### src/rtl/convPkg.sv
package convPkg;

    // ======================================================================
    // Sizes
    // ======================================================================
    localparam int DATA_WIDTH   = 16;
    localparam int FRAC_BITS    = 8;
    localparam int KERNEL_SIZE  = 3;
    localparam int COL_SIZE     = 6;
    localparam int OUT_COL_SIZE = COL_SIZE - KERNEL_SIZE + 1;
    localparam int IN_CHANNELS  = 2;
    localparam int NUM_FILTERS  = 2;
    localparam int ACC_WIDTH    = 40;

    // ======================================================================
    // Vector types
    // ======================================================================
    // Q8.8 pixel, weight or bias
    typedef logic signed [DATA_WIDTH-1:0] pixelT;
    typedef logic signed [ACC_WIDTH-1:0]  accT;
    typedef logic [1:0]                   colIdxT;

    // Input columns, indexed [channel][row]
    typedef pixelT [IN_CHANNELS-1:0][COL_SIZE-1:0] inColumnsT;
    // Output columns, indexed [filter][row]
    typedef pixelT [NUM_FILTERS-1:0][OUT_COL_SIZE-1:0] outColumnsT;
    // One kernel column of one filter, indexed [channel][row]
    typedef pixelT [IN_CHANNELS-1:0][KERNEL_SIZE-1:0] kernelColT;
    // Sliding window, indexed [column][channel][row]; column 0 is the oldest
    typedef pixelT [KERNEL_SIZE-1:0][IN_CHANNELS-1:0][COL_SIZE-1:0] windowT;
    // Accumulators, indexed [filter][row]
    typedef accT [NUM_FILTERS-1:0][OUT_COL_SIZE-1:0] accVecT;

    // Kernel loading FSM
    typedef enum logic [1:0] {Idle, Load, Run} loadStateT;

    // ======================================================================
    // Kernel and bias tables in Q8.8
    // ======================================================================
    // Indexed [filter][channel][row][column]
    localparam pixelT KERNELS [NUM_FILTERS][IN_CHANNELS][KERNEL_SIZE][KERNEL_SIZE] = '{
        // Filter 0
        '{
            '{'{16'sh0100, 16'shFF80, 16'sh0040},
              '{16'sh0080, 16'sh00C0, 16'shFFC0},
              '{16'shFF40, 16'sh0040, 16'sh0100}},
            '{'{16'sh0040, 16'sh0080, 16'shFF00},
              '{16'shFFC0, 16'sh0180, 16'sh0080},
              '{16'sh0080, 16'shFF80, 16'sh00C0}}
        },
        // Filter 1
        '{
            '{'{16'shFF80, 16'sh0040, 16'sh0080},
              '{16'sh0140, 16'shFFC0, 16'shFF00},
              '{16'sh0040, 16'sh00C0, 16'shFF80}},
            '{'{16'sh00C0, 16'shFF40, 16'sh0040},
              '{16'shFF80, 16'sh0100, 16'shFEC0},
              '{16'sh0180, 16'sh0040, 16'shFFC0}}
        }
    };

    // One bias per filter, +0.25 and -0.5
    localparam pixelT BIASES [NUM_FILTERS] = '{16'sh0040, 16'shFF80};

endpackage
### src/rtl/columnWindow.sv
`timescale 1ns/1ps

module columnWindow (
    input  logic               clk,
    input  logic               rst,
    input  logic               validIn,
    input  logic               ready,
    input  convPkg::inColumnsT inColumns,
    output convPkg::windowT    window,
    output logic               windowValid
);

    import convPkg::*;

    // Accepted columns since reset, stops at KERNEL_SIZE
    logic [$clog2(KERNEL_SIZE + 1)-1:0] fillCount;
    logic accept;
    logic fullAfter;
    logic countDone;

    // Input only counts once the kernels are in place
    assign accept    = validIn && ready;
    // Window is full once the incoming column lands
    assign fullAfter = (fillCount >= KERNEL_SIZE - 1);
    assign countDone = (fillCount == KERNEL_SIZE);

    // ======================================================================
    // Column shift register
    // ======================================================================
    // New column enters at the top, the oldest drops out of slot 0
    always_ff @(posedge clk) begin
        if (accept) begin
            window <= {inColumns, window[KERNEL_SIZE-1:1]};
        end
    end

    // ======================================================================
    // Fill count and window strobe
    // ======================================================================
    always_ff @(posedge clk or posedge rst) begin
        if (rst) begin
            fillCount   <= '0;
            windowValid <= 1'b0;
        end else begin
            windowValid <= accept && fullAfter;
            if (accept && !countDone) begin
                fillCount <= fillCount + 1'b1;
            end
        end
    end

endmodule

### config.mk
export PLATFORM = sky130hd
export DESIGN_NAME = columnWindow
export DESIGN_NICKNAME = d
export VERILOG_FILES = /design/src/rtl/convPkg.sv /design/src/rtl/columnWindow.sv
export SDC_FILE = /design/constraint.sdc
export NUM_CORES = 1
export LEC_CHECK = 0
export ABC_AREA = 0
export BUFFER_PORTS_ARGS = -buffer_cell sky130_fd_sc_hd__buf_2
export CAP_MARGIN = 30
export CORE_AREA = 8 8 297 299
export CTS_CLUSTER_SIZE = 16
export DETAILED_ROUTE_END_ITERATION = 10
export DIE_AREA = 0 0 305 307
export PLACE_DENSITY = 0.38
export SYNTH_ARGS = -nofsm -noshare
export SYNTH_HDL_FRONTEND = slang
export SYNTH_SLANG_ARGS = --single-unit
### constraint.sdc
create_clock -name clk -period 1.9 [get_ports clk]
set_input_delay 0.38 -clock clk [delete_from_list [all_inputs] [get_ports clk]]
set_output_delay 0.38 -clock clk [all_outputs]
set_load 0.1 [all_outputs]
==> flow_summary.ini <==
[timing]
max_freq_mhz = 547
rsz0062_at_grt = false
relSlewSlack_pct = 60.9
setup_violations = 0
worst_pin_slew_ns = 0.590
setup_tns_ns = 0
finalCritPeriodShare_pct = 96.2
min_period_ns = 1.83
hold_viol = 0
fin_skew_ns = 0.0282
slew_viol_final = 0

[clocking]
clockRootBuffer = clkbuf_16
cts_tree = done
cts_htree_levels = 3
clkSlewWorstSetupHoldPaths_ns = 0.06
numCtsBuffers = 66
clk_path_buf_depth = 3
post-cts-setup-buffer-count = 0
clock_latency_ns = 0.59
cts_sinks = 579

[layout]
fin_area_mm2 = 0.0271
layout_commonest_cell = buf_2
fin_nets = 1852
final_util_pct = 32.6
filler_cell_count = 8131
antenna_cells = 0
areaGrowthSynthToFinish_pct = 55.3
mostFrequentLayoutCells = buf_2, edfxtp_1, dlygate4sd3_1
drive_above_1_share_pct = 52.9
stdcell_count = 2782

[drt]
drt_iter0_drc = 436
avgViaCountPerCell = 3.61
wl_per_cell_um = 19.8
wl_mm = 55.1
drc_errors = 0
drtPass1Iterations = 6
ant_nets = 0
vias = 10100

[floorplanning]
die_area_mm2 = 0.0936
io-pin-count = 773
rows = 106
die_width_um = 305
die_y_um = 307
start_util_pct = 21.0
core_mm2 = 0.0832

[grt]
grt_pass1_vias = 11300
grt_max_degree = 69
grt_overflow_total = 0
grt_pass1_wl_mm = 77.6
grt.total_usage_pct = 11.1
antenna_found_initial = 2

[worst_setup_path]
path_class = reg -> out
r2r-start = fillCount[0]
critPathMaxStageDelay_ns = 0.45
worst_setup_path_start_kind = register
slowest_stage = buf_2
critical_path.cell_chain = buf_2
critPathLaunch = window[405]
critPathRequiredTime_ns = 1.52
cp_data_arrival_time_ns = 1.45
critPathMaxFanout = 2
r2r_setup_slack_ns = 0.85
path_buf_inv = 1
crit_path_end_kind = primary output
critical-path-top-delay-family = buffers and inverters

[synthesis]
syn_area_mm2 = 0.0175
ys_seq_area_share_pct = 99.5
synth_cells = 589
ys_warn_count = 0
synth-seq-cells = 579
ys_types = 9
syn_area_per_cell_um2 = 29.6
synth_fp_nets = 787

[placement]
detailed_place_hpwl_mm = 42.2
port_buffers = 772
dp.cells = 2475
place_area_mm2 = 0.0231
place_congestion = 0.775

[power_and_ir_drop]
power.density_mw_per_mm2 = 1190
power.total_uw = 32300
p_leak_uw = 0.0106
vdd_ir_drop_max_v = 0.000700

[min_path]
hold_class = in -> reg
hp-start = inColumns[10]

[flow_run]
drv_cap = 0

[run_status]
outcome = finished, final reports clean
[cells by family (layout without fill, tap and decap cells)]
family / Yosys count / count (layout) / share of synthesized area [%]
XOR/XNOR: 1 / 1 / 0.0502
multiplexers: 1 / 1 / 0.0573
adder cells (fa/ha/maj): 2 / 2 / 0.143
buffers and inverters: 3 / 1116 / 0.0645
AND/OR/NAND/NOR: 2 / 2 / 0.158
flip-flops: 579 / 579 / 99.5
AO/OA/AOI/OAI: 1 / 1 / 0.0430
[final cells by class]
| type | count | area [um2] | share of cell area [%] |
|---|---|---|---|
| clock inverters | 42 | 354 | 1.31 |
| clock buffers | 74 | 1700 | 6.28 |
| inverters | 3 | 11.3 | 0.0415 |
| flip-flops and latches | 579 | 17400 | 64.1 |
| multi-input cells | 7 | 80.1 | 0.295 |
| well taps | 1080 | 1350 | 4.98 |
| repair buffers | 997 | 6240 | 23.0 |
[power by group]
group          internal, uW  switching, uW  total (uW)  leakage, uW
clock network          7030           5060       12100      0.00101
logic                   853           4380        5230      0.00414
registers             14700            291       15000      0.00544
[Yosys cell counts]
library cell  number  area, um2
mux2i_1            1       10.0
edfxtp_1         576      17300
inv_1              3       11.3
o21a_1             1       7.51
nand3b_4           1       20.0
and2_2             1       7.51
xnor2_1            1       8.76
ha_1               2       25.0
dfrtp_1            3       75.1
[through the flow]
step / hold slack, ns / setup slack (ns)
floorplan: 0.134 / -2.91
global placement: 0.274 / 0.287
detailed placement: 0.268 / 0.266
CTS: 0.0441 / 0.00224
global route: 0.0388 / 0.000542
finish: 0.0779 / 0.0719
[worst paths after layout]
kind                       depth (start not counted)           end
hold / removal                                     1   window[394]
setup / recovery                                   1   window[405]
max in group asynchronous                          3   windowValid
setup reg to reg                                   3  fillCount[0]
min in group asynchronous                          3  fillCount[0]
hold reg to reg                                    0   window[359]
[flip-flops by register name (all words and copies together) (netlist names)]
signal,count
fillCount,2
window,576
windowValid,1
[routing by layer]
| metal | vias to the layer above | track usage [%] | share of wire, % |
|---|---|---|---|
| met5 | - | 0 | 0.016 |
| met3 | 100 | 5.63 | 11 |
| met4 | 2 | 4.28 | 3.2 |
| met2 | 534 | 19.7 | 51 |
| li1 | 4551 | - | - |
| met1 | 4869 | 11.0 | 35 |
[what timing repair did]
item,in CTS,in global routing
resized for setup,24,2
hold buffers,191,0
setup endpoints to repair,20,2
hold endpoints to repair,193,0
(Power assumes the default switching activity.)
