--- src/rtl/convPkg.sv ---
package convPkg;

    // ======================================================================
    // Sizes
    // ======================================================================
    localparam int DATA_WIDTH   = 16;
    localparam int FRAC_BITS    = 8;
    localparam int KERNEL_SIZE  = 3;
    localparam int COL_SIZE     = 6;
    localparam int OUT_COL_SIZE = COL_SIZE - KERNEL_SIZE + 1;
    localparam int IN_CHANNELS  = 2;
    localparam int NUM_FILTERS  = 2;
    localparam int ACC_WIDTH    = 40;

    // ======================================================================
    // Vector types
    // ======================================================================
    // Q8.8 pixel, weight or bias
    typedef logic signed [DATA_WIDTH-1:0] pixelT;
    typedef logic signed [ACC_WIDTH-1:0]  accT;
    typedef logic [1:0]                   colIdxT;

    // Input columns, indexed [channel][row]
    typedef pixelT [IN_CHANNELS-1:0][COL_SIZE-1:0] inColumnsT;
    // Output columns, indexed [filter][row]
    typedef pixelT [NUM_FILTERS-1:0][OUT_COL_SIZE-1:0] outColumnsT;
    // One kernel column of one filter, indexed [channel][row]
    typedef pixelT [IN_CHANNELS-1:0][KERNEL_SIZE-1:0] kernelColT;
    // Sliding window, indexed [column][channel][row]; column 0 is the oldest
    typedef pixelT [KERNEL_SIZE-1:0][IN_CHANNELS-1:0][COL_SIZE-1:0] windowT;
    // Accumulators, indexed [filter][row]
    typedef accT [NUM_FILTERS-1:0][OUT_COL_SIZE-1:0] accVecT;

    // Kernel loading FSM
    typedef enum logic [1:0] {Idle, Load, Run} loadStateT;

    // ======================================================================
    // Kernel and bias tables in Q8.8
    // ======================================================================
    // Indexed [filter][channel][row][column]
    localparam pixelT KERNELS [NUM_FILTERS][IN_CHANNELS][KERNEL_SIZE][KERNEL_SIZE] = '{
        // Filter 0
        '{
            '{'{16'sh0100, 16'shFF80, 16'sh0040},
              '{16'sh0080, 16'sh00C0, 16'shFFC0},
              '{16'shFF40, 16'sh0040, 16'sh0100}},
            '{'{16'sh0040, 16'sh0080, 16'shFF00},
              '{16'shFFC0, 16'sh0180, 16'sh0080},
              '{16'sh0080, 16'shFF80, 16'sh00C0}}
        },
        // Filter 1
        '{
            '{'{16'shFF80, 16'sh0040, 16'sh0080},
              '{16'sh0140, 16'shFFC0, 16'shFF00},
              '{16'sh0040, 16'sh00C0, 16'shFF80}},
            '{'{16'sh00C0, 16'shFF40, 16'sh0040},
              '{16'shFF80, 16'sh0100, 16'shFEC0},
              '{16'sh0180, 16'sh0040, 16'shFFC0}}
        }
    };

    // One bias per filter, +0.25 and -0.5
    localparam pixelT BIASES [NUM_FILTERS] = '{16'sh0040, 16'shFF80};

endpackage
--- src/rtl/kernelLoader.sv ---
`timescale 1ns/1ps

module kernelLoader (
    input  logic            clk,
    input  logic            rst,
    output logic            kernelLoad,
    output convPkg::colIdxT loadCol,
    output logic            ready
);

    import convPkg::*;

    loadStateT state;
    loadStateT stateNext;
    colIdxT    colCount;
    logic      lastCol;

    // Last kernel column is being written this cycle
    assign lastCol = (colCount == colIdxT'(KERNEL_SIZE - 1));

    // ======================================================================
    // State and column counter
    // ======================================================================
    always_ff @(posedge clk or posedge rst) begin
        if (rst) begin
            state    <= Idle;
            colCount <= '0;
        end else begin
            state <= stateNext;
            // Holds at the last column once loading is over
            if (state == Load && !lastCol) begin
                colCount <= colCount + 1'b1;
            end
        end
    end

    always_comb begin
        stateNext = state;
        case (state)
            Idle: begin
                stateNext = Load;
            end
            Load: begin
                if (lastCol) begin
                    stateNext = Run;
                end
            end
            Run: begin
                stateNext = Run;
            end
            default: begin
                stateNext = Idle;
            end
        endcase
    end

    // Outputs decoded from the state
    assign kernelLoad = (state == Load);
    assign loadCol    = colCount;
    assign ready      = (state == Run);

endmodule

--- config.mk ---
export PLATFORM = sky130hd
export DESIGN_NAME = kernelLoader
export DESIGN_NICKNAME = d
export VERILOG_FILES = /design/src/rtl/convPkg.sv /design/src/rtl/kernelLoader.sv
export SDC_FILE = /design/constraint.sdc
export NUM_CORES = 1
export LEC_CHECK = 0
export ABC_CLOCK_PERIOD_IN_PS = 1550
export BUFFER_PORTS_ARGS = -buffer_cell sky130_fd_sc_hd__buf_2
export CAP_MARGIN = 20
export CORE_AREA = 2 2 39 41
export CTS_BUF_LIST = sky130_fd_sc_hd__clkbuf_8
export CTS_CLUSTER_SIZE = 20
export DETAILED_ROUTE_END_ITERATION = 8
export DIE_AREA = 0 0 41 43
export PLACE_DENSITY = 0.37
export SETUP_SLACK_MARGIN = 0.4
export SYNTH_ARGS = -nofsm -noshare
export SYNTH_HDL_FRONTEND = slang
export SYNTH_SLANG_ARGS = --single-unit
--- constraint.sdc ---
create_clock -name clk -period 1.55 [get_ports clk]
set_input_delay 0.155 -clock clk [delete_from_list [all_inputs] [get_ports clk]]
set_output_delay 0.155 -clock clk [all_outputs]
set_load 0.005 [all_outputs]
==> results of run 1 <==
per-layer routing:
layer,vias to the layer above,share of wire,GRT usage
met3,0,0.068,0.0314
li1,80,-,-
met5,-,0,0
met1,76,0.50,0.0812
met2,6,0.43,0.0656
met4,0,0,0.0800
critical path, cell delays in order, from the launching register on:
cell and delay [ns]:
dfrtp_1 0.37, inv_1 0.06, ha_2 0.15, nand2b_4 0.14, mux2_4 0.30
cells by family after synthesis:
kind of cell | Yosys count | share of synthesized area
buffers and inverters | 5 | 0.0811
adder cells (fa/ha/maj) | 4 | 0.216
flip-flops | 4 | 0.432
multiplexers | 3 | 0.173
XOR/XNOR | 1 | 0.0378
AND/OR/NAND/NOR | 1 | 0.0594
cells in the mapped netlist:
master / n
mux2i_1: 1
mux2_4: 2
nand2b_4: 1
dfrtp_1: 4
ha_1: 4
inv_1: 5
xnor2_1: 1
how the worst min path moves through the flow:
stage,start,endpoint,depth (start not counted)
final,rst,loadCol[1],3
after global routing,rst,loadCol[1],3
after CTS,rst,loadCol[1],3
after detailed placement,rst,loadCol[1],2
after global placement,rst,state[1],2
after floorplan,rst,loadCol[0],1
power by group:
group          total (mW)  switching [mW]  internal [mW]
clock               0.217          0.0519          0.165
combinational     0.00527         0.00258        0.00270
sequential          0.105               0          0.105
metrics by stage:
stage          hold WS, ns   util
2_1_floorplan      -0.0789      -
3_3_place_gp        0.0445  0.202
3_5_place_dp        0.0516  0.202
4_1_cts              0.368  0.260
5_1_grt              0.385  0.266
6_report             0.365  0.266
flip-flops by register name, summed over array words and instances (netlist names):
| name | cells |
|---|---|
| state | 2 |
| loadCol | 2 |
cell type report:
| class | instances | area [um2] |
|---|---|---|
| Fill cell | 146 | 1020 |
| Multi-Input combinational cell | 9 | 130 |
| Sequential cell | 4 | 100 |
| Timing Repair Buffer | 9 | 57.6 |
| Clock buffer | 3 | 41.3 |
| Tap cell | 16 | 20.0 |
| Inverter | 5 | 18.8 |
what timing repair did:
| item | in CTS | in global routing |
|---|---|---|
| hold endpoints to repair | 4 | 0 |
| buffers inserted | 2 | 1 |
| resized for setup | 5 | 0 |
| setup endpoints to repair | 3 | 3 |
| hold buffers | 1 | 0 |
==> impl_metrics.toml, run 1 <==
[synth]
synthesis.nets = 24
yosysTopAreaCell = "dfrtp_1"
synth_area_per_cell_um2 = 12.9
synth.area.top_cells = "dfrtp_1 (43%), ha_1 (22%), mux2_4 (13%)"
yosys.area.top_type_share = 0.432
ys_ff_latch = 4
yosysWarnings = 0
netlist_area_um2 = 231
synth.yosys.seq_area_share = 0.432
yosysUniqueCellTypes = 7
syn_inst = 18

[layout]
final_common_cell = "buf_2"
drive_gt1_frac = 0.633
fin_nets = 38
antennaDiodeCount = 0
fin_cells = 46
design_area_um2 = 368
final_cell_mix = "buf_2 (5), dfrtp_1 (4), inv_1 (3), clkbuf_8 (3), buf_4 (3)"
area_growth_syn_to_layout_pct = 58.9

[clocking]
clock_sinks = 4
htreeDepth = 1
cts_made_buffers = 3
cts_tree = "done"
clk_pin_slew_ns = 0.03
cts_root_buffer = "clkbuf_8"
clock_path_buffers = 2
clock_latency_ns = 0.22

[setup_path]
r2r_slack_ns = 0.40
r2r-end = "state[1]"
setup.worst_path.start = "loadCol[0]"
cp_max_fo = 4
crit_arrival_ns = 1.24
ff2ff_path_depth = 4
crit_type = "reg -> reg"
cp.required_ns = 1.64
r2r_start = "loadCol[0]"
end_kind = "flop"
crit_end = "state[1]"
worstSetupStartpointType = "flop"

[detailed_routing]
wire_per_inst_um = 8.67
vias = 162
wirelength_um = 399
drc_errors = 0
first_iter_violations = 0
vias_per_cell = 3.52
drtPass1Iterations = 1
ant_nets = 0

[timing]
setup_viol = 0
period_share = 0.739
fin_skew_ns = 0.00268
period_minus_slack_ns = 1.15
hold_viol_final = 0
max_freq_mhz = 872
rsz0062_at_grt = "true"
tns_ns = 0
relSlewSlack = 0.885
setup_ws_ns = 0.404
worstMarginPinSlew_ns = 0.173
slew_viol_final = 0

[grt]
grt_pass1_vias = 164
grt_start_max_net_pins = 5
grt_pass1_wl_um = 683
grtUsageTotal = 0.0645
gr-total-overflow = 0
antenna_found_initial = 0

[place]
port_buffers = 5
dpl_cell_area_um2 = 279
place_ws_ns = 0.352
place_congestion = 0.617
dp_cells = 39
dp_hpwl_um = 303

[pwr]
powerDensity_nw_per_um2 = 891
p_leak_nw = 0.198
fin_total_pwr_uw = 328
ir_worst_vdd_mv = 0.288

[die]
dieArea_um2 = 1760
io_pins = 6
die_w_um = 41
core.rowCount = 14
initial_utilization = 0.167
dieHeight_um = 43
core_area_um2 = 1380

[min_path]
hp-class = "in -> async"

[status]
status = "completed"

[job]
drv_cap = 0
(Power assumes the default switching activity.)
==> run 2: changes to the inputs <==
Settings changed: ABC_AREA set to 1, ABC_CLOCK_PERIOD_IN_PS 1550 to 1100.
Clock period 1.55 ns to 1.1 ns, I/O delays scaled along.
==> run 2 against run 1 <==
- non-clock buffer count is 1 higher
- largest cell class unchanged
- combinational power increased by 35%
- routed wire length rose by 23%
- worst hold slack lost 0.051 ns
- clock skew decreased by 0.00051 ns
- count of clock-buffer cells in the layout is the same
- sequential power up 41%
- total power increased by 40%
- die area unchanged
==> impl_metrics.toml, run 2 <==
[status]
status = "completed"

[layout]
antennaDiodeCount = 0
drive_gt1_frac = 0.600
fin_nets = 48
final_common_cell = "nand2_1"
design_area_um2 = 424
final_cell_mix = "nand2_1 (5), nand3_1 (4), buf_2 (4), dfrtp_1 (4)"
seqCellArea_um2 = 100
multi_input_area_um2 = 159
fillerInstances = 143
final_util = 0.307
area_growth_syn_to_layout_pct = 85.2

[synth]
synthArstFlopShare = 1.00
ys.flop_type = "dfrtp_1"
synth_area_per_cell_um2 = 8.48
syn_inst = 27
yosys.area.top_type_share = 0.437
yosysTopAreaCell = "dfrtp_1"
synthesis.nets = 33
yosysMostFrequentCell = "nand2_1"
ys_ff_latch = 4
synth_enable_flop_cells = 0
synthTopCellsByCount = "nand2_1 (8), inv_1 (6), dfrtp_1 (4), ha_1 (4), nand3_1 (4)"
synth.yosys.seq_area_share = 0.437
synth.area.top_cells = "dfrtp_1 (44%), ha_1 (22%), nand2_1 (13%)"
netlist_area_um2 = 229
yosysWarnings = 0
yosysUniqueCellTypes = 6

[setup_path]
slowest_delay_ns = 0.41
critPathSlowestCell = "dfrtp_1"
critPathTopFamily = "flip-flops"
worstSetupStartpointType = "flop"
crit_type = "reg -> out"
ff2ff_path_depth = 6
crit_arrival_ns = 0.96
worstPathCellList = "inv_2 -> ha_2 -> buf_2"
crit_buf_inv = 2
end_kind = "primary output"
cp.required_ns = 0.99
cp_max_fo = 3
path_depth = 3

[timing]
setup_viol = 0
rsz0062_at_grt = "true"
fin_skew_ns = 0.00217
worstMarginPinSlew_ns = 0.171
setup_ws_ns = 0.0262
hold_viol_final = 0
tns_ns = 0
period_minus_slack_ns = 1.07
period_share = 0.976
relSlewSlack = 0.886
slew_viol_final = 0
max_freq_mhz = 931

[pwr]
ir_worst_vdd_mv = 0.570
powerDensity_nw_per_um2 = 1080
p_leak_nw = 0.212
fin_total_pwr_uw = 458

[place]
port_buffers = 5
place_congestion = 0.663
dpl_cell_area_um2 = 307
place_ws_ns = 0.125
dp_hpwl_um = 333

[grt]
grt_pass1_vias = 215
gr-total-overflow = 0
antenna_found_initial = 0
grt-busiest-layer = "met2"
grtUsageTotal = 0.0824
grt_util_met3 = 0.0942
met2_usage = 0.103
use_met1 = 0.0710
grt_start_max_net_pins = 6
grt_pass1_wl_um = 834

[clocking]
clock_sinks = 4
cts_tree = "done"
cts_made_buffers = 3
cts_root_buffer = "clkbuf_8"
clock_path_buffers = 2
htreeDepth = 1
clk_pin_slew_ns = 0.03
clock_latency_ns = 0.22

[detailed_routing]
drtPass1Iterations = 2
vias = 216
wirelength_um = 491
drc_errors = 0
wire_per_inst_um = 8.77
first_iter_violations = 2
vias_per_cell = 3.86
ant_nets = 0

[die]
dieArea_um2 = 1760
initial_utilization = 0.165
io_pins = 6
dieHeight_um = 43
core_area_um2 = 1380
core.rowCount = 14
die_w_um = 41

[min_path]
hp-class = "in -> async"

[job]
drv_cap = 0
## run 2: cell types whose count changed in the layout (fill, tap and decap cells not counted), sizes merged
cell    before  now
xnor2        1    0
mux2         2    0
nand3        0    4
inv          5    6
nand2        0    9
nand2b       1    0
mux2i        1    0
buf          8    9
## run 2: through the flow
stage	hold WS, ns	cells
CTS	0.316	55
detailed placement	-0.00622	48
finish	0.314	56
floorplan	-0.124	27
global route	0.366	56
global placement	-0.00782	48
## run 2: final cells by class
| type | count | area share |
|---|---|---|
| flip-flops and latches | 4 | 0.236 |
| inverters | 6 | 0.0590 |
| multi-input cells | 17 | 0.375 |
| well taps | 16 | 0.0472 |
| clock buffers | 3 | 0.0973 |
| repair buffers | 10 | 0.186 |
## run 2: power by group
group	internal, mW	total, mW	switching [mW]
clock	0.233	0.303	0.0702
sequential	0.148	0.148	0
combinational	0.00379	0.00711	0.00332
## run 2: tightest hold or removal path: stages
cell	delay, ns
dlygate4sd3_1	0.53
buf_2	0.12
inv_1	0.12
## run 2: final timing paths
path                       startpoint         end  slack [ns]
setup / recovery             state[0]       ready        0.03
hold / removal                    rst  loadCol[1]        0.31
setup reg to reg             state[1]  loadCol[1]        0.07
hold reg to reg            loadCol[0]  loadCol[0]        0.51
max in group asynchronous         rst    state[1]        0.64
min in group clk           loadCol[0]  loadCol[0]        0.51
## run 2: repair_timing
| action | in CTS | in global routing |
|---|---|---|
| buffers inserted | 3 | 1 |
| pin swaps | 3 | 1 |
| endpoints found under the hold margin | 4 | 0 |
| gates cloned | 0 | 0 |
| gates resized for setup | 7 | 2 |
| endpoints found under the setup margin | 8 | 8 |
| hold buffers | 1 | 0 |
## run 2: kinds of logic after synthesis
logic type	after synthesis	synth area share
AND/OR/NAND/NOR	13	0.246
buffers and inverters	6	0.0984
flip-flops	4	0.437
adder cells (fa/ha/maj)	4	0.219
## run 2: per-layer routing
layer / up-vias / part of all wire
met4: 0 / 0.043
li1: 109 / -
met1: 94 / 0.40
met5: - / 0
met3: 5 / 0.10
met2: 8 / 0.45
==> run 3: changes to the inputs <==
==> constraint.sdc (replaced) <==
create_clock -name clk -period 1.1 [get_ports clk]
set_input_delay 0.055 -clock clk [delete_from_list [all_inputs] [get_ports clk]]
set_output_delay 0.055 -clock clk [all_outputs]
set_load 0.005 [all_outputs]
==> run 3 against run 2 <==
- worst hold slack worse by 0.056 ns
- first-iteration DRC count is 50% lower
- die area stayed put
- final cell count is 1.8% higher
- critical path type unchanged
==> impl_metrics.toml, run 3 (same netlist as run 2, synthesis figures left out) <==
[clocking]
clk_pin_slew_ns = 0.03
clock_latency_ns = 0.22
clock_path_buffers = 2
cts_tree = "done"
htreeDepth = 1
cts_made_buffers = 3
cts_root_buffer = "clkbuf_8"
clock_sinks = 4

[layout]
drive_gt1_frac = 0.683
fin_nets = 49
fillerInstances = 139
fin_cells = 57
final_util = 0.321
area_growth_syn_to_layout_pct = 94.0
antennaDiodeCount = 0
final_common_cell = "nand2_1"
design_area_um2 = 444
final_cell_mix = "nand2_1 (5), buf_6 (4)"

[status]
status = "completed"

[place]
dpl_cell_area_um2 = 307
dp_hpwl_um = 333
dp_cells = 48
place_congestion = 0.663
place_ws_ns = 0.125
port_buffers = 5

[detailed_routing]
wire_per_inst_um = 8.53
vias = 227
drtPass1Iterations = 2
ant_nets = 0
vias_per_cell = 3.98
first_iter_violations = 1
wirelength_um = 486
drc_errors = 0

[timing]
worstMarginPinSlew_ns = 0.152
max_freq_mhz = 964
hold_viol_final = 0
rsz0062_at_grt = "true"
tns_ns = 0
relSlewSlack = 0.899
setup_viol = 0
slew_viol_final = 0
setup_ws_ns = 0.0626
period_minus_slack_ns = 1.04
fin_skew_ns = 0.00176
fin_hold_ws_ns = 0.258
period_share = 0.943

[grt]
grtUsageTotal = 0.0815
gr-total-overflow = 0
grt_start_max_net_pins = 6
grt_pass1_vias = 211
grt_pass1_wl_um = 834
antenna_found_initial = 0

[min_path]
hp-class = "in -> async"

[setup_path]
critPathTopFamily = "flip-flops"
end_kind = "primary output"
worstPathCellList = "inv_2 -> ha_4 -> buf_6"
slowest_delay_ns = 0.40
critPathSlowestCell = "dfrtp_1"
ff2ff_path_depth = 5
crit_arrival_ns = 0.98
worstSetupStartpointType = "flop"
cp.required_ns = 1.04
r2r-end = "loadCol[0]"
crit_buf_inv = 2
cp_max_fo = 4
setup.worst_path.start = "state[1]"
r2r_start = "state[1]"
r2r_slack_ns = 0.12
crit_type = "reg -> out"

[job]
drv_cap = 0

[pwr]
ir_worst_vdd_mv = 0.568
powerDensity_nw_per_um2 = 1030
p_leak_nw = 0.215
fin_total_pwr_uw = 458

[die]
initial_utilization = 0.165
io_pins = 6
dieHeight_um = 43
core_area_um2 = 1380
core.rowCount = 14
die_w_um = 41
dieArea_um2 = 1760
-- run 3: changes by cell type in the layout (fill, tap and decap cells not counted), sizes merged --
| cell | previous run | this run |
|---|---|---|
| buf | 9 | 10 |
-- run 3: worst max path at each step --
stage	to	slack, ns	cells after the start
4_1_cts	kernelLoad	0.07	3
3_3_place_gp	state[1]	0.14	4
6_report	kernelLoad	0.06	3
2_1_floorplan	state[1]	0.18	4
3_5_place_dp	state[1]	0.12	4
5_1_grt	kernelLoad	0.03	3
-- run 3: final cells by class --
type,instances,area (um2),share of cell area
Clock buffer,3,41.3,0.0930
Inverter,6,27.5,0.0620
Timing Repair Buffer,11,92.6,0.208
Sequential cell,4,101,0.228
Multi-Input combinational cell,17,161,0.363
Tap cell,16,20.0,0.0451
-- run 3: layer usage --
| metal | global-route usage | vias to the layer above | share of wire |
|---|---|---|---|
| li1 | - | 112 | - |
| met1 | 0.0777 | 102 | 0.43 |
| met2 | 0.0938 | 8 | 0.42 |
| met3 | 0.0942 | 5 | 0.10 |
| met4 | 0.0600 | 0 | 0.043 |
| met5 | 0 | - | 0 |
-- run 3: power by group --
group          internal (mW)  switching [mW]
clock network          0.233          0.0697
registers              0.148               0
logic                0.00379         0.00325
total                  0.385          0.0730
-- run 3: worst min-delay path, delay by kind of cell --
family,cells,cell delay [ns]
buf+inv,3,0.77
-- run 3: timing repair --
item | in CTS | in global routing
setup endpoints to repair | 8 | 8
pin swaps | 3 | 5
hold buffers | 1 | 0
resized for setup | 5 | 9
setup buffers | 3 | 2
endpoints found under the hold margin | 4 | 0
gates cloned | 0 | 0
