--- src/rtl/convPkg.sv ---
package convPkg;

    // ======================================================================
    // Sizes
    // ======================================================================
    localparam int DATA_WIDTH   = 16;
    localparam int FRAC_BITS    = 8;
    localparam int KERNEL_SIZE  = 3;
    localparam int COL_SIZE     = 6;
    localparam int OUT_COL_SIZE = COL_SIZE - KERNEL_SIZE + 1;
    localparam int IN_CHANNELS  = 2;
    localparam int NUM_FILTERS  = 2;
    localparam int ACC_WIDTH    = 40;

    // ======================================================================
    // Vector types
    // ======================================================================
    // Q8.8 pixel, weight or bias
    typedef logic signed [DATA_WIDTH-1:0] pixelT;
    typedef logic signed [ACC_WIDTH-1:0]  accT;
    typedef logic [1:0]                   colIdxT;

    // Input columns, indexed [channel][row]
    typedef pixelT [IN_CHANNELS-1:0][COL_SIZE-1:0] inColumnsT;
    // Output columns, indexed [filter][row]
    typedef pixelT [NUM_FILTERS-1:0][OUT_COL_SIZE-1:0] outColumnsT;
    // One kernel column of one filter, indexed [channel][row]
    typedef pixelT [IN_CHANNELS-1:0][KERNEL_SIZE-1:0] kernelColT;
    // Sliding window, indexed [column][channel][row]; column 0 is the oldest
    typedef pixelT [KERNEL_SIZE-1:0][IN_CHANNELS-1:0][COL_SIZE-1:0] windowT;
    // Accumulators, indexed [filter][row]
    typedef accT [NUM_FILTERS-1:0][OUT_COL_SIZE-1:0] accVecT;

    // Kernel loading FSM
    typedef enum logic [1:0] {Idle, Load, Run} loadStateT;

    // ======================================================================
    // Kernel and bias tables in Q8.8
    // ======================================================================
    // Indexed [filter][channel][row][column]
    localparam pixelT KERNELS [NUM_FILTERS][IN_CHANNELS][KERNEL_SIZE][KERNEL_SIZE] = '{
        // Filter 0
        '{
            '{'{16'sh0100, 16'shFF80, 16'sh0040},
              '{16'sh0080, 16'sh00C0, 16'shFFC0},
              '{16'shFF40, 16'sh0040, 16'sh0100}},
            '{'{16'sh0040, 16'sh0080, 16'shFF00},
              '{16'shFFC0, 16'sh0180, 16'sh0080},
              '{16'sh0080, 16'shFF80, 16'sh00C0}}
        },
        // Filter 1
        '{
            '{'{16'shFF80, 16'sh0040, 16'sh0080},
              '{16'sh0140, 16'shFFC0, 16'shFF00},
              '{16'sh0040, 16'sh00C0, 16'shFF80}},
            '{'{16'sh00C0, 16'shFF40, 16'sh0040},
              '{16'shFF80, 16'sh0100, 16'shFEC0},
              '{16'sh0180, 16'sh0040, 16'shFFC0}}
        }
    };

    // One bias per filter, +0.25 and -0.5
    localparam pixelT BIASES [NUM_FILTERS] = '{16'sh0040, 16'shFF80};

endpackage
--- src/rtl/outputQuantizer.sv ---
`timescale 1ns/1ps

module outputQuantizer (
    input  logic                clk,
    input  logic                rst,
    input  convPkg::accVecT     acc,
    input  logic                accValid,
    output convPkg::outColumnsT outColumns,
    output logic                validOut
);

    import convPkg::*;

    outColumnsT quantized;

    // Drop the extra fraction bits (floor), then clamp to 16 bits
    function automatic pixelT saturate(input accT value);
        accT                           shifted;
        logic [ACC_WIDTH-DATA_WIDTH:0] upper;
        shifted = value >>> FRAC_BITS;
        upper   = shifted[ACC_WIDTH-1:DATA_WIDTH-1];
        // Fits when all upper bits equal the sign
        if (&upper || ~|upper) begin
            return shifted[DATA_WIDTH-1:0];
        end else if (shifted[ACC_WIDTH-1]) begin
            return {1'b1, {(DATA_WIDTH - 1){1'b0}}};
        end else begin
            return {1'b0, {(DATA_WIDTH - 1){1'b1}}};
        end
    endfunction

    always_comb begin
        for (int f = 0; f < NUM_FILTERS; f++) begin
            for (int r = 0; r < OUT_COL_SIZE; r++) begin
                quantized[f][r] = saturate(acc[f][r]);
            end
        end
    end

    always_ff @(posedge clk) begin
        if (accValid) begin
            outColumns <= quantized;
        end
    end

    always_ff @(posedge clk or posedge rst) begin
        if (rst) begin
            validOut <= 1'b0;
        end else begin
            validOut <= accValid;
        end
    end

endmodule

--- config.mk ---
export PLATFORM = sky130hd
export DESIGN_NAME = outputQuantizer
export DESIGN_NICKNAME = d
export VERILOG_FILES = /design/src/rtl/convPkg.sv /design/src/rtl/outputQuantizer.sv
export SDC_FILE = /design/constraint.sdc
export NUM_CORES = 1
export LEC_CHECK = 0
export BUFFER_PORTS_ARGS = -buffer_cell sky130_fd_sc_hd__buf_2
export CORE_AREA = 3 3 175 177
export DETAILED_ROUTE_END_ITERATION = 8
export DIE_AREA = 0 0 178 180
export PLACE_DENSITY_LB_ADDON = 0.15
export SYNTH_ARGS = -nofsm -noshare
export SYNTH_HDL_FRONTEND = slang
export SYNTH_SLANG_ARGS = --single-unit
--- constraint.sdc ---
create_clock -name clk -period 0.8 [get_ports clk]
set_input_delay 0.12 -clock clk [delete_from_list [all_inputs] [get_ports clk]]
set_output_delay 0.12 -clock clk [all_outputs]
set_load 0.02 [all_outputs]
==> flow_summary_export.csv, run 1 <==
group,metric,value,unit
outcome,status,"finished with violations",
outcome,violations,"negative setup slack",
worst_setup_path,path_cells,"buf_6",
yosys,yosysUniqueCellTypes,19,
pwr,pwr_density_cell,1700,nW/um^2
clock_tree,cts-root-buf,"clkbuf_16",
grt,grt_max_degree,31,
yosys,syn_avg_cell_area,15.2,um^2
die,start_util,19.1,%
grt,grt_pass1_wl,32700,um
pwr,vdd_drop_max,1.10,mV
drt,drtIter0Drc,157,
drt,first_pass_iters,4,
timing,hold_violations,0,
clock_tree,cts_tree,"done",
layout,nets,1252,
die,die_y,180,um
grt,antenna_found_initial,1,
flow_run,cap_viol_max_count,0,
pwr,power,20.3,mW
worst_setup_path,cp.buffers_inverters,1,
layout,stdcell_area,11900,um^2
die,die_w,178,um
yosys,yosysWarnings,0,
timing,worst_pin_slew,322,ps
pwr,p_leak,5.25,nW
yosys,synth_edf_count,128,
clock_tree,clockBufferDepth,2,
yosys,ys_seq_area_share,69.0,%
worst_hold_path,hp-class,"in2reg",
grt,grt-ovfl-total,0,
worst_setup_path,critPathLaunchType,"register",
clock_tree,cts.sinks,129,
timing,final.min_clock_period,1100,ps
layout,drive_gt1_share,57.1,%
die,core,29400,um^2
die,dieArea,32000,um^2
yosys,synth.area.top_cells,"edfxtp_1, a21o_1, nand4_1",
yosys,synth_area,5610,um^2
drt,vias,5574,
drt,routed_wl,22200,um
timing,max_freq,910,MHz
worst_setup_path,critPathSlowestCell,"edfxtp_1",
worst_setup_path,cp_top_family,"flip-flops",
drt,vias_per_cell,4.18,
place,post_dp_cell_area,8910,um^2
yosys,ys_async_sr_fraction,0.775,%
worst_setup_path,crit_type,"reg2out",
drt,ant_nets,0,
drt,wl_per_cell,16.6,um
worst_setup_path,cp_max_fo,1,
timing,min_period_over_period,137,%
yosys,yosysTopAreaCell,"edfxtp_1",
place,port_buffers,387,
yosys,synth-seq-cells,129,
timing,setup_ws,-298,ps
yosys,synth_most_common_cell,"edfxtp_1",
die,io-pin-count,452,
grt,grt_pass1_vias,5910,
place,place.gp.congestion,0.731,
yosys,netlist_instances,369,
worst_setup_path,required,680,ps
timing,setup_violations,249,
yosys,netlist.area_leader.share,68.6,%
timing,hold-worst-slack,28.2,ps
drt,drcViolationCount,0,
yosys,synth_commonest_cells,"edfxtp_1, a21o_1, nand4_1, nor4_1, a21o_2",
yosys,synthFlopType,"edfxtp_1",
timing,slew_headroom,78.5,%
worst_setup_path,cp-end-kind,"output port",
clock_tree,htreeDepth,4,
grt,grt_usage,13.1,%
timing,rsz0062_at_grt,"yes",
die,row_count,63,
layout,areaGrowthSynthToFinish,113,%
place,hpwlAfterDp,15900,um
timing,slew_violations,0,
clock_tree,cts_inserted_buffers,17,
yosys,synth_nets,692,
clock_tree,path_clk_slew,60,ps
worst_setup_path,slowest_delay,410,ps
worst_setup_path,cp.arrival,980,ps
[kinds of logic after synthesis]
kind of cell,synth area share [%]
flops,69.0
compound gates,20.2
simple gates,8.48
buf+inv,2.25
[layout by cell type (no fill, tap or decap)]
| master | n |
|---|---|
| nor4_1 | 1 |
| clkinvlp_4 | 3 |
| nand2_1 | 4 |
| edfxtp_1 | 128 |
| nand4_1 | 29 |
| clkinv_4 | 1 |
| dfrtp_1 | 1 |
| nor3_1 | 2 |
| buf_4 | 34 |
| diode_2 | 1 |
| bufinv_16 | 2 |
| dlygate4sd3_1 | 123 |
| buf_8 | 15 |
| nand3_1 | 3 |
| buf_12 | 10 |
| buf_6 | 149 |
| nor4_4 | 27 |
| o21ba_4 | 3 |
| nor4_2 | 1 |
| o21ba_2 | 1 |
| o41ai_4 | 5 |
| a41oi_2 | 5 |
| nand3_2 | 3 |
| inv_1 | 1 |
| clkbuf_1 | 2 |
| o22ai_4 | 3 |
| clkinv_2 | 4 |
| a21o_4 | 3 |
| nor2_1 | 3 |
| a21o_2 | 12 |
| nand2_2 | 2 |
| clkbuf_16 | 21 |
| nor3_2 | 1 |
| or4_4 | 3 |
| a21o_1 | 105 |
| buf_2 | 229 |
| clkinv_1 | 2 |
[per-stage QoR]
stage | setup slack [ps] | utilization [%] | setup TNS [ps] | std cells
floorplan | -485 | - | -44590 | 369
global placement | -634 | 30.3 | -75610 | 1167
detailed placement | -641 | 30.3 | -74560 | 1167
CTS | -329 | 39.0 | -51630 | 1326
global route | -338 | 40.6 | -59370 | 1332
finish | -298 | 40.6 | -49760 | 1332
[final cells by class]
class	count	area [um^2]
clock buffers	19	433
diodes	1	2.50
fillers	2807	17500
well taps	390	488
multi-input cells	216	2190
inverters	1	3.75
repair buffers	564	4840
clock inverters	12	119
flip-flops and latches	129	3870
[what timing repair did]
action	in CTS	in global routing
buffers inserted	1	4
pin swaps	69	37
hold buffers	123	0
endpoints found under the hold margin	123	0
gates resized for setup	190	136
endpoints found under the setup margin	249	249
cloned	4	2
[per-layer routing]
layer / routed length (um) / share of wire [%] / vias to the layer above / track usage (%)
met1: 8170 / 37 / 2664 / 14.5
met4: 476 / 2.1 / 0 / 4.30
met2: 11900 / 54 / 227 / 23.9
met3: 1640 / 7.4 / 27 / 3.76
li1: - / - / 2656 / -
met5: 0 / 0 / - / 0
[power breakdown]
part	internal, mW	switching (mW)
logic	2.44	2.05
registers	8.08	0.233
clock network	4.53	2.93
total	15.0	5.21
[sequential cells by signal, summed over array words and instances (netlist names)]
register    flops
outColumns    128
validOut        1
[path summary, 6_finish.rpt]
kind | startpoint | end | slack [ps] | cells past startpoint
setup / recovery | outColumns[76]$_DFFE_PP_ | outColumns[76] | -300 | 1
hold / removal | acc[100] | outColumns[44]$_DFFE_PP_ | 30 | 2
max in group asynchronous | rst | validOut$_DFF_PP0_ | 590 | 3
min in group asynchronous | rst | validOut$_DFF_PP0_ | 120 | 3
No activity file was read; power rests on OpenSTA's default activity.
==> run 2: changes to the inputs <==
==> constraint.sdc (replaced) <==
create_clock -name clk -period 0.8 [get_ports clk]
set_input_delay 0.16 -clock clk [delete_from_list [all_inputs] [get_ports clk]]
set_output_delay 0.16 -clock clk [all_outputs]
set_load 0.02 [all_outputs]
==> flow_summary_export.csv, run 2 (same netlist as run 1, synthesis figures left out) <==
group,metric,value,unit
outcome,status,"finished with violations",
outcome,violations,"negative setup slack",
place,hpwlAfterDp,15800,um
die,row_count,63,
clock_tree,clockBufferDepth,2,
worst_setup_path,path_cells,"buf_6",
timing,setup_ws,-319,ps
worst_setup_path,cp-end-kind,"output port",
worst_setup_path,cp.arrival,960,ps
timing,slew_violations,0,
grt,grt_max_degree,32,
timing,final.min_clock_period,1120,ps
place,pre_cts_ws,-691,ps
drt,ant_nets,0,
die,io-pin-count,452,
timing,setup-tns-final,-57210,ps
grt,grt_pass1_wl,30400,um
clock_tree,cts-root-buf,"clkbuf_16",
pwr,vdd_drop_max,1.04,mV
drt,drtIter0Drc,130,
clock_tree,cts_tree,"done",
die,die_w,178,um
worst_hold_path,hold_start,"acc[54]",
pwr,pwr_density_cell,1780,nW/um^2
worst_setup_path,critPathLaunchType,"register",
worst_setup_path,slowest_delay,400,ps
drt,drcViolationCount,0,
worst_hold_path,hp-class,"in2reg",
drt,first_pass_iters,4,
layout,layout_commonest_cell,"buf_2",
worst_setup_path,critPathSlowestCell,"edfxtp_1",
timing,worst_pin_slew,318,ps
grt,grt_usage,12.4,%
die,start_util,19.1,%
grt,grt-ovfl-total,0,
die,dieArea,32000,um^2
pwr,p_leak,4.83,nW
drt,wl_per_cell,17.3,um
timing,rsz0062_at_grt,"yes",
layout,top_register,"outColumns",
place,place.gp.congestion,0.722,
clock_tree,cts.sinks,129,
layout,nets,1148,
drt,routed_wl,21200,um
layout,reg_top3,"outColumns x128, validOut x1",
timing,min_period_over_period,140,%
drt,vias,5158,
drt,vias_per_cell,4.20,
worst_hold_path,holdPathEnd,"outColumns[22]$_DFFE_PP_",
layout,areaGrowthSynthToFinish,96.3,%
die,core,29400,um^2
worst_setup_path,crit_type,"reg2out",
timing,slew_headroom,78.8,%
grt,antenna_found_initial,2,
worst_setup_path,crit_start,"outColumns[75]$_DFFE_PP_",
clock_tree,htreeDepth,4,
worst_setup_path,cp_max_fo,1,
layout,fillers,2875,
clock_tree,cts_inserted_buffers,17,
clock_tree,path_clk_slew,60,ps
flow_run,cap_viol_max_count,0,
timing,max_freq,894,MHz
worst_hold_path,whs_path_depth,2,
die,die_y,180,um
layout,antennaDiodeCount,0,
worst_setup_path,required,640,ps
timing,hold_violations,0,
worst_setup_path,cp.buffers_inverters,1,
worst_setup_path,cp_top_family,"flip-flops",
layout,mostFrequentLayoutCells,"buf_2, buf_6, edfxtp_1",
layout,drive_gt1_share,63.9,%
timing,setup_violations,249,
grt,grt_pass1_vias,5456,
place,port_buffers,387,
layout,largest_reg_flops,128,
## run 2: cell count changes in the layout (fill, tap and decap cells not counted), sizes merged
cell	delta
bufinv	-1
o21ba	-1
buf	-2
diode	-1
dlygate4sd3	-101
clkinvlp	+1
## run 2: per-stage QoR
stage / total power [mW] / util, % / instances / area [um^2] / hold WS [ps]
2_1_floorplan: 9.73 / - / 369 / 6200 / -111
3_3_place_gp: 11.6 / 30.3 / 1166 / 8900 / -2.76
3_5_place_dp: 11.6 / 30.3 / 1166 / 8900 / -2.72
4_1_cts: 19.6 / 35.4 / 1223 / 10400 / 0.405
5_1_grt: 20.5 / 37.4 / 1227 / 11000 / 3.72
6_report: 19.6 / 37.4 / 1227 / 11000 / 27.0
## run 2: routing by layer
layer / vias to the layer above / part of all wire, % / GRT usage [%]
li1: 2441 / - / -
met1: 2475 / 36 / 12.9
met2: 218 / 55 / 23.3
met3: 20 / 7.4 / 3.51
met4: 4 / 1.5 / 4.21
met5: - / 0.066 / 0
## run 2: final cells by class
cell class	count	area (um^2)	share of cell area, %
well taps	390	488	4.44
clock inverters	12	95.1	0.864
clock buffers	19	433	3.93
flip-flops and latches	129	3870	35.2
inverters	1	3.75	0.0341
repair buffers	461	3900	35.4
multi-input cells	215	2210	20.1
## run 2: repair_timing
action / in CTS / in global routing
hold endpoints to repair: 22 / 0
resized for setup: 198 / 161
pin swaps: 49 / 47
hold buffers: 22 / 0
setup endpoints to repair: 249 / 249
buffers inserted: 1 / 2
gates cloned: 3 / 2
## run 2: how the worst max path moves through the flow
stage / endpoint / slack [ps] / cells past startpoint
after floorplan: outColumns[101]$_DFFE_PP_ / -520 / 5
after global placement: outColumns[113]$_DFFE_PP_ / -680 / 5
after detailed placement: outColumns[115]$_DFFE_PP_ / -690 / 5
after CTS: outColumns[55] / -360 / 1
after global routing: outColumns[55] / -370 / 1
final: outColumns[75] / -320 / 1
## run 2: power breakdown
group          internal, mW  switching (mW)  leakage (nW)
Combinational          2.18            1.96          3.32
Sequential             8.08           0.233          1.27
Clock                  4.21            2.95         0.247
Total                  14.5            5.15          4.83
==> run 3: changes to the inputs <==
--- a/config.mk
+++ b/config.mk
@@ -9,7 +9,7 @@
 export CORE_AREA = 3 3 175 177
 export DETAILED_ROUTE_END_ITERATION = 8
 export DIE_AREA = 0 0 178 180
-export PLACE_DENSITY_LB_ADDON = 0.15
+export PLACE_DENSITY = 0.43
 export SYNTH_ARGS = -nofsm -noshare
 export SYNTH_HDL_FRONTEND = slang
 export SYNTH_SLANG_ARGS = --single-unit
==> flow_summary_export.csv, run 3 (same netlist as run 1, synthesis figures left out) <==
group,metric,value,unit
outcome,status,"finished with violations",
outcome,violations,"negative setup slack",
timing,setup_ws,-348,ps
worst_setup_path,slowest_delay,410,ps
grt,antenna_found_initial,2,
place,place.gp.congestion,0.776,
drt,ant_nets,0,
worst_setup_path,crit_type,"reg2out",
timing,worst_pin_slew,309,ps
grt,grt-ovfl-total,0,
worst_setup_path,critPathLaunchType,"register",
layout,seqCellArea,3870,um^2
clock_tree,cts.sinks,129,
layout,drive_gt1_share,60.6,%
timing,setup_violations,249,
drt,routed_wl,21900,um
drt,met1_length,8680,um
worst_setup_path,cp_max_fo,1,
layout,mostFrequentLayoutCells,"buf_2, buf_6, edfxtp_1",
layout,top_register,"outColumns",
drt,drcViolationCount,0,
layout,areaGrowthSynthToFinish,103,%
layout,fillers,2877,
drt,met2_length,11400,um
layout,nets,1187,
drt,drtIter0Drc,151,
grt,grt_pass1_vias,5638,
worst_hold_path,hp-class,"in2reg",
drt,wl_per_cell,17.3,um
worst_setup_path,cp_top_family,"flip-flops",
layout,layout_commonest_cell,"buf_2",
place,port_buffers,387,
worst_setup_path,critPathSlowestCell,"edfxtp_1",
layout,largest_reg_flops,128,
die,io-pin-count,452,
die,die_y,180,um
drt,first_pass_iters,6,
pwr,pwr_density_cell,1870,nW/um^2
worst_setup_path,path_cells,"buf_6",
flow_run,cap_viol_max_count,0,
layout,multi_input_area,2220,um^2
pwr,clkPwrFrac,41.0,%
timing,final.min_clock_period,1150,ps
worst_hold_path,holdPathEnd,"outColumns[5]$_DFFE_PP_",
clock_tree,path_clk_slew,60,ps
timing,hold_violations,0,
pwr,power_frac_seq,39.0,%
die,row_count,63,
drt,top_layer_used,"met5",
drt,wl_met3,1500,um
clock_tree,clockBufferDepth,2,
worst_setup_path,crit_start,"outColumns[9]$_DFFE_PP_",
worst_hold_path,whs_path_depth,2,
place,post_dp_cell_area,8870,um^2
timing,rsz0062_at_grt,"yes",
worst_hold_path,hold_start,"acc[13]",
clock_tree,cts_tree,"done",
clock_tree,cts_inserted_buffers,17,
timing,max_freq,871,MHz
timing,slew_violations,0,
grt,grt_usage,13.0,%
die,dieArea,32000,um^2
pwr,sw_frac_of_total,25.4,%
timing,slew_headroom,79.4,%
drt,vias_per_cell,4.22,
timing,min_period_over_period,143,%
die,core,29400,um^2
grt,grt_max_degree,36,
worst_setup_path,cp.arrival,990,ps
die,die_w,178,um
pwr,p_leak,5.00,nW
pwr,p_int,15.9,mW
worst_setup_path,required,640,ps
clock_tree,cts-root-buf,"clkbuf_16",
pwr,switchingPower,5.42,mW
grt,grt_pass1_wl,31900,um
worst_setup_path,cp-end-kind,"output port",
drt,vias,5344,
pwr,vdd_drop_max,1.00,mV
pwr,pwr-share-comb,20.0,%
layout,reg_top3,"outColumns x128, validOut x1",
pwr,power,21.3,mW
place,hpwlAfterDp,16000,um
layout,stdcell_area,11400,um^2
die,start_util,19.1,%
worst_setup_path,cp.buffers_inverters,1,
clock_tree,htreeDepth,4,
## run 3: cell count changes in the layout (fill, tap and decap cells not counted), moves of 4 or more
cell / previous run / this run
buf_4: 34 / 22
dlygate4sd3_1: 22 / 69
bufinv_16: 1 / 5
clkinv_4: 1 / 5
buf_2: 213 / 239
buf_6: 165 / 142
## run 3: metrics by stage
step                utilization (%)  setup slack, ps  setup TNS [ps]  hold WS (ps)  cells
floorplan                         -             -525          -49390          -111    369
global placement               30.2             -689          -83940         -7.03   1156
detailed placement             30.2             -712          -83540         -6.18   1156
CTS                            37.3             -380          -60680        0.0243   1262
global route                   38.7             -389          -67330          2.17   1267
finish                         38.7             -348          -58300          22.1   1267
## run 3: layout make-up
| type | count | share of cell area, % |
|---|---|---|
| clock buffers | 17 | 3.74 |
| flip-flops and latches | 129 | 34.0 |
| multi-input cells | 217 | 19.5 |
| clock inverters | 14 | 2.00 |
| repair buffers | 498 | 36.4 |
| diodes | 1 | 0.0220 |
| well taps | 390 | 4.29 |
| inverters | 1 | 0.0330 |
## run 3: worst max-delay path by stage
stage / depth (start not counted) / end / slack, ps
2_1_floorplan: 5 / outColumns[101]$_DFFE_PP_ / -520
3_3_place_gp: 6 / outColumns[98]$_DFFE_PP_ / -690
3_5_place_dp: 6 / outColumns[126]$_DFFE_PP_ / -710
4_1_cts: 1 / outColumns[9] / -380
5_1_grt: 1 / outColumns[9] / -390
6_report: 1 / outColumns[9] / -350
## run 3: metal layers
metal / global-route usage, % / vias up
met5: 0 / -
met4: 3.93 / 2
li1: - / 2521
met2: 22.8 / 214
met3: 3.70 / 21
met1: 15.2 / 2586
## run 3: power by group through the flow
stage	Clock [mW]	Combinational, mW	Sequential [mW]
3_5_place_dp	0	3.30	8.34
2_1_floorplan	0	0.637	9.09
6_report	8.73	4.25	8.32
3_3_place_gp	0	3.29	8.33
5_1_grt	9.37	4.51	8.36
4_1_cts	9.06	4.06	8.28
## run 3: timing repair
action | CTS | global route
gates resized for setup | 194 | 111
buffers inserted | 2 | 4
gates cloned | 4 | 1
setup endpoints to repair | 249 | 249
hold buffers | 69 | 0
endpoints found under the hold margin | 69 | 0
pin swaps | 50 | 26
